## config.mk

```make
export PLATFORM = sky130hd
export DESIGN_NAME = mm_periph
export DESIGN_NICKNAME = d
export VERILOG_FILES = /design/src/hw/rvm_pkg.sv /design/src/hw/mm_periph.sv
export SDC_FILE = /design/constraint.sdc
export NUM_CORES = 1
export LEC_CHECK = 0
export BUFFER_PORTS_ARGS = -buffer_cell sky130_fd_sc_hd__buf_4
export CAP_MARGIN = 20
export CORE_MARGIN = 4
export CORE_UTILIZATION = 45
export DETAILED_ROUTE_END_ITERATION = 10
export PLACE_DENSITY = 0.78
export SLEW_MARGIN = 10
export SYNTH_ARGS = -nofsm -noshare
export SYNTH_HDL_FRONTEND = slang
export SYNTH_SLANG_ARGS = --single-unit
```

## constraint.sdc

```tcl
create_clock -name clk_i -period 2 [get_ports clk_i]
set_clock_uncertainty 0.2 [all_clocks]
set_input_delay 0.1 -clock clk_i [delete_from_list [all_inputs] [get_ports clk_i]]
set_output_delay 0.1 -clock clk_i [all_outputs]
set_load 0.05 [all_outputs]
```

## src/hw/rvm_pkg.sv

```systemverilog
////////////////////////////////////////////////////////////////////////////
// Shared definitions for the RV32I-subset test subsystem: widths, memory
// map, FSM and opcode encodings and the instruction word union. Other
// files refer to these through rvm_pkg:: scoped names
////////////////////////////////////////////////////////////////////////////

package rvm_pkg;

    localparam int XLEN           = 32;
    localparam int RAM_ADDR_WIDTH = 12;

    localparam logic [XLEN-1:0] BOOT_ADDR   = 32'h0000_0000;
    // data addresses with this top nibble go to the peripherals
    localparam logic [XLEN-1:0] PERIPH_BASE = 32'h2000_0000;

    // word offsets inside the peripheral region
    localparam int PER_OFFSET_WIDTH = 2;
    localparam logic [PER_OFFSET_WIDTH-1:0] STATUS_OFFSET = 2'd0;
    localparam logic [PER_OFFSET_WIDTH-1:0] EXIT_OFFSET   = 2'd1;

    localparam logic [6:0] OPC_LUI    = 7'b0110111;
    localparam logic [6:0] OPC_OPIMM  = 7'b0010011;
    localparam logic [6:0] OPC_OP     = 7'b0110011;
    localparam logic [6:0] OPC_LOAD   = 7'b0000011;
    localparam logic [6:0] OPC_STORE  = 7'b0100011;
    localparam logic [6:0] OPC_BRANCH = 7'b1100011;

    localparam logic [2:0] F3_ADD = 3'b000;
    localparam logic [2:0] F3_XOR = 3'b100;
    localparam logic [2:0] F3_BEQ = 3'b000;
    localparam logic [2:0] F3_BNE = 3'b001;

    // core FSM states
    localparam logic [1:0] ST_IDLE       = 2'd0;
    localparam logic [1:0] ST_FETCH      = 2'd1;
    localparam logic [1:0] ST_WAIT_INSTR = 2'd2;
    localparam logic [1:0] ST_WAIT_DATA  = 2'd3;

    // one instruction word seen through each encoding format
    typedef union packed {
        struct packed {
            logic [6:0] funct7;
            logic [4:0] rs2;
            logic [4:0] rs1;
            logic [2:0] funct3;
            logic [4:0] rd;
            logic [6:0] opcode;
        } r_fmt;
        struct packed {
            logic [11:0] imm;
            logic [4:0]  rs1;
            logic [2:0]  funct3;
            logic [4:0]  rd;
            logic [6:0]  opcode;
        } i_fmt;
        struct packed {
            logic [6:0] imm_hi;
            logic [4:0] rs2;
            logic [4:0] rs1;
            logic [2:0] funct3;
            logic [4:0] imm_lo;
            logic [6:0] opcode;
        } s_fmt;
        struct packed {
            logic       imm12;
            logic [5:0] imm10_5;
            logic [4:0] rs2;
            logic [4:0] rs1;
            logic [2:0] funct3;
            logic [3:0] imm4_1;
            logic       imm11;
            logic [6:0] opcode;
        } b_fmt;
        struct packed {
            logic [19:0] imm;
            logic [4:0]  rd;
            logic [6:0]  opcode;
        } u_fmt;
    } instr_u;

endpackage
```

## src/hw/mm_periph.sv

```systemverilog
////////////////////////////////////////////////////////////////////////////
// Pseudo peripherals of the test subsystem. A status write of 1 means
// pass, any other value means fail; an exit write ends the program.
// All flags hold until reset
////////////////////////////////////////////////////////////////////////////

module mm_periph (
    input  logic                                 clk_i,
    input  logic                                 rst_n_i,
    input  logic                                 we_i,
    input  logic [rvm_pkg::PER_OFFSET_WIDTH-1:0] offset_i,
    input  logic [rvm_pkg::XLEN-1:0]             wdata_i,
    output logic                                 tests_passed_o,
    output logic                                 tests_failed_o,
    output logic                                 exit_valid_o,
    output logic [rvm_pkg::XLEN-1:0]             exit_value_o
);

    always_ff @(posedge clk_i) begin
        if (!rst_n_i) begin
            tests_passed_o <= 1'b0;
            tests_failed_o <= 1'b0;
            exit_valid_o   <= 1'b0;
            exit_value_o   <= '0;
        end else if (we_i) begin
            if (offset_i == rvm_pkg::STATUS_OFFSET) begin
                if (wdata_i == 32'd1) begin
                    tests_passed_o <= 1'b1;
                end else begin
                    tests_failed_o <= 1'b1;
                end
            end
            if (offset_i == rvm_pkg::EXIT_OFFSET) begin
                exit_valid_o <= 1'b1;
                exit_value_o <= wdata_i;
            end
        end
    end

endmodule

```

==> out/results.tsv <==
stage	metric	value	unit
power	Leak	1.229	nW
clock_tree	number of buffers created by CTS	5	
placed_design	dpl hpwl	2755	um
detailed_routing	post-route ant nets	0	
layout	Register Area	700.7	um^2
timing	Fmax	528.9	MHz
detailed_routing	DRC Markers	0	
timing	worst rel slew slack	0.7333	
synthesis	synth unique cells	19	
timing	final setup violation count	0	
die	core area	0.003128	mm^2
detailed_routing	Vias/cell	4.921	
grt	grt ovf	0	
synthesis	cell area after synthesis	0.001508	mm^2
worst_setup_path	CP endpoint kind	flop	
worst_setup_path	r2r setup slk	0.56	ns
power	Sw Pwr	0.4484	mW
placed_design	IO buf count	71	
worst_setup_path	critical path's top delay family	buffers and inverters	
placed_design	global placement routability congestion	0.7640	
timing	RSZ-0062 raised after global routing	false	
timing	TNS Setup	0	ns
clock_tree	CTS tree	done	
detailed_routing	first drt pass iteration count	4	
grt	Total Routing Usage GR	0.2575	
die	row cnt	20	
detailed_routing	DR WL/cell	15.71	um
power	Sw Share	0.2728	
clock_tree	H-tree levels	2	
timing	min Tclk post-route	1.891	ns
synthesis	Synth Register Bits	35	
clock_tree	clk_lat worst skew	0.34	ns
die	die height	65.88	um
grt	via count of the first global-routing pass	1807	
synthesis	Seq/Total Area, Yosys	0.4647	
timing	worst slew pin tran	0.3964	ns
worst_setup_path	CP max stage delay	0.57	ns
synthesis	Synth Area per Inst	9.365	um^2
synthesis	syn nets	198	
run	Max-Cap Viols	0	
die	num ports	72	
synthesis	cells after synthesis	161	
layout	fill count	146	
outcome	status	finished clean	
synthesis	Synth area leaders	dfxtp_1, a21boi_2, nand2_1, buf_8, nor4_1	
power	Clock power frac	0.334	
layout	fin cells	342	
worst_setup_path	crit path max fanout	33	
grt	largest net degree at the start of global routing	37	
worst_setup_path	Worst EP required	2.10	ns
timing	Final Max Tran Viols	0	
grt	antenna violations before repair	0	
worst_setup_path	Critical-path top delay cell	dlygate4sd3_1	
worst_setup_path	crit path DAT	1.99	ns
synthesis	YS warnings	0	
worst_setup_path	critical path buffer and inverter count	3	
layout	area of the multi-input gates	721.9	um^2
clock_tree	Sink Count	35	
detailed_routing	via count	1683	
synthesis	post-synth top area share	0.4647	
worst_setup_path	Crit path top cell by count	dlygate4sd3_1	
layout	share of layout cells above drive strength 1	0.3758	
synthesis	Yosys top cell by area	dfxtp_1	
power	Sequential Power Share	0.446	
die	Initial Util	0.4820	
power	Comb pwr share	0.220	
clock_tree	clk root buf	clkbuf_4	
worst_setup_path	CP Class	in2reg	
clock_tree	Clk pin slew, worst setup/hold paths	0.12	ns
worst_setup_path	critical path cell sequence	dlygate4sd3_1 -> buf_4 -> and2_4 -> nand2_1 -> a21boi_2 -> dlygate4sd3_1	
clock_tree	PostCTS Resize Cnt	0	
timing	part of the cycle the worst path needs	0.9453	
power	Power Internal	1.195	mW
clock_tree	Bufs on Longest Clock Path	2	
power	PwrDens	592.8	mW/mm^2
layout	Final #Nets	334	
layout	# diodes	0	
detailed_routing	First DRT Iteration DRCs	57	
grt	first-pass GRT wire length	8418	um
worst_setup_path	crit start category	primary input	
placed_design	placed cells	268	
die	Die X	65.88	um
power	IR drop worst, VDD	560.4	uV
layout	P&R area growth vs syn	83.90	%
min_path	Hold WC Path Type	in2reg	
detailed_routing	DRT Wirelength	5373	um
timing	final hold vios	0	
die	DIE AREA	0.004340	mm^2
synthesized netlist by cell type:
| library cell | instances |
|---|---|
| nor4_1 | 7 |
| clkbuf_1 | 3 |
| buf_4 | 1 |
| and3b_1 | 1 |
| o21a_1 | 1 |
| buf_8 | 3 |
| o21ai_0 | 1 |
| a21boi_0 | 3 |
| a22o_1 | 1 |
| nor4b_1 | 1 |
| nor2b_4 | 1 |
| nand2_1 | 67 |
| dfxtp_1 | 35 |
| nor2_1 | 1 |
| nand4_1 | 2 |
| buf_6 | 1 |
| a21boi_2 | 29 |
| buf_2 | 2 |
| and2_4 | 1 |
power groups by stage:
stage | sequential (mW) | clock [mW] | combinational [mW]
floorplan | 0.828 | 0 | 0.0805
global placement | 0.747 | 0 | 0.266
detailed placement | 0.748 | 0 | 0.269
CTS | 0.732 | 0.549 | 0.351
global route | 0.737 | 0.578 | 0.379
finish | 0.734 | 0.549 | 0.361
registers in the layout (all words and copies together) (netlist names):
register	flops
exit_valid_o	1
exit_value_o	32
tests_failed_o	1
tests_passed_o	1
layer usage:
metal / wire [um] / GRT usage
met4: 61 / 0.06995
met3: 261 / 0.06122
met1: 2058 / 0.2597
met2: 2992 / 0.5131
met5: 0 / 0
cell type report:
cell class / count / share of cell area
Timing Repair Buffer: 139 / 0.4359
Multi-Input combinational cell: 116 / 0.2604
Sequential cell: 35 / 0.2527
Tap cell: 44 / 0.01986
Clock buffer: 6 / 0.01850
Clock inverter: 2 / 0.01264
cell families (layout without fill, tap and decap cells):
family,after synthesis,count (layout),synth area share
and+or+nand+nor,81,81,0.2332
AOI/OAI and AO/OA,35,35,0.2456
DFF,35,35,0.4647
buffers and inverters,10,147,0.05643
metrics by stage:
stage          hold WS, ns  power, mW  instance area, um^2  utilization  worst slack, ns
2_1_floorplan      0.03913     0.9083                 1508            -           0.8690
3_3_place_gp        0.1673      1.013                 2026       0.6476           0.6715
3_5_place_dp        0.1729      1.017                 2026       0.6476           0.6803
4_1_cts           0.009736      1.632                 2773       0.8864           0.1976
5_1_grt            0.02935      1.694                 2773       0.8864          0.04160
6_report           0.02828      1.644                 2773       0.8864           0.1095
cell usage in the layout (no fill, tap or decap):
master / Yosys / routed
dfxtp_1: 35 / 35
a21boi_2: 29 / 29
clkbuf_4: 0 / 5
buf_4: 1 / 73
bufinv_16: 0 / 1
and3b_1: 1 / 1
and2_4: 1 / 1
nand2_1: 67 / 67
nor4b_1: 1 / 1
o21a_1: 1 / 1
clkinv_2: 0 / 1
nor2b_4: 1 / 1
a22o_1: 1 / 1
o21ai_0: 1 / 1
clkbuf_8: 0 / 1
nor2_1: 1 / 1
nand4_1: 2 / 2
dlygate4sd3_1: 0 / 66
a21boi_0: 3 / 3
nor4_1: 7 / 7
worst min-delay path: cells and delay by family:
kind                   cells  cell delay, ns
buffers and inverters      1            0.09
and+or+nand+nor            3            0.27
AOI/OAI and AO/OA          1            0.07
path summary, 6_finish.rpt:
kind                                startpoint                            to  cells past startpoint
setup / recovery                   offset_i[0]  exit_value_o[3]$_SDFFE_PN0P_                      6
hold / removal                     offset_i[1]   tests_failed_o$_SDFFE_PN0P_                      5
setup reg to reg  exit_value_o[3]$_SDFFE_PN0P_  exit_value_o[3]$_SDFFE_PN0P_                      3
hold reg to reg      exit_valid_o$_SDFFE_PN0P_     exit_valid_o$_SDFFE_PN0P_                      1
what timing repair did:
item | 4_1_cts | 5_1_grt
endpoints found under the hold margin | 34 | 0
buffers inserted | 0 | 0
hold buffers | 66 | 0
No activity file was read; power rests on OpenSTA's default activity.
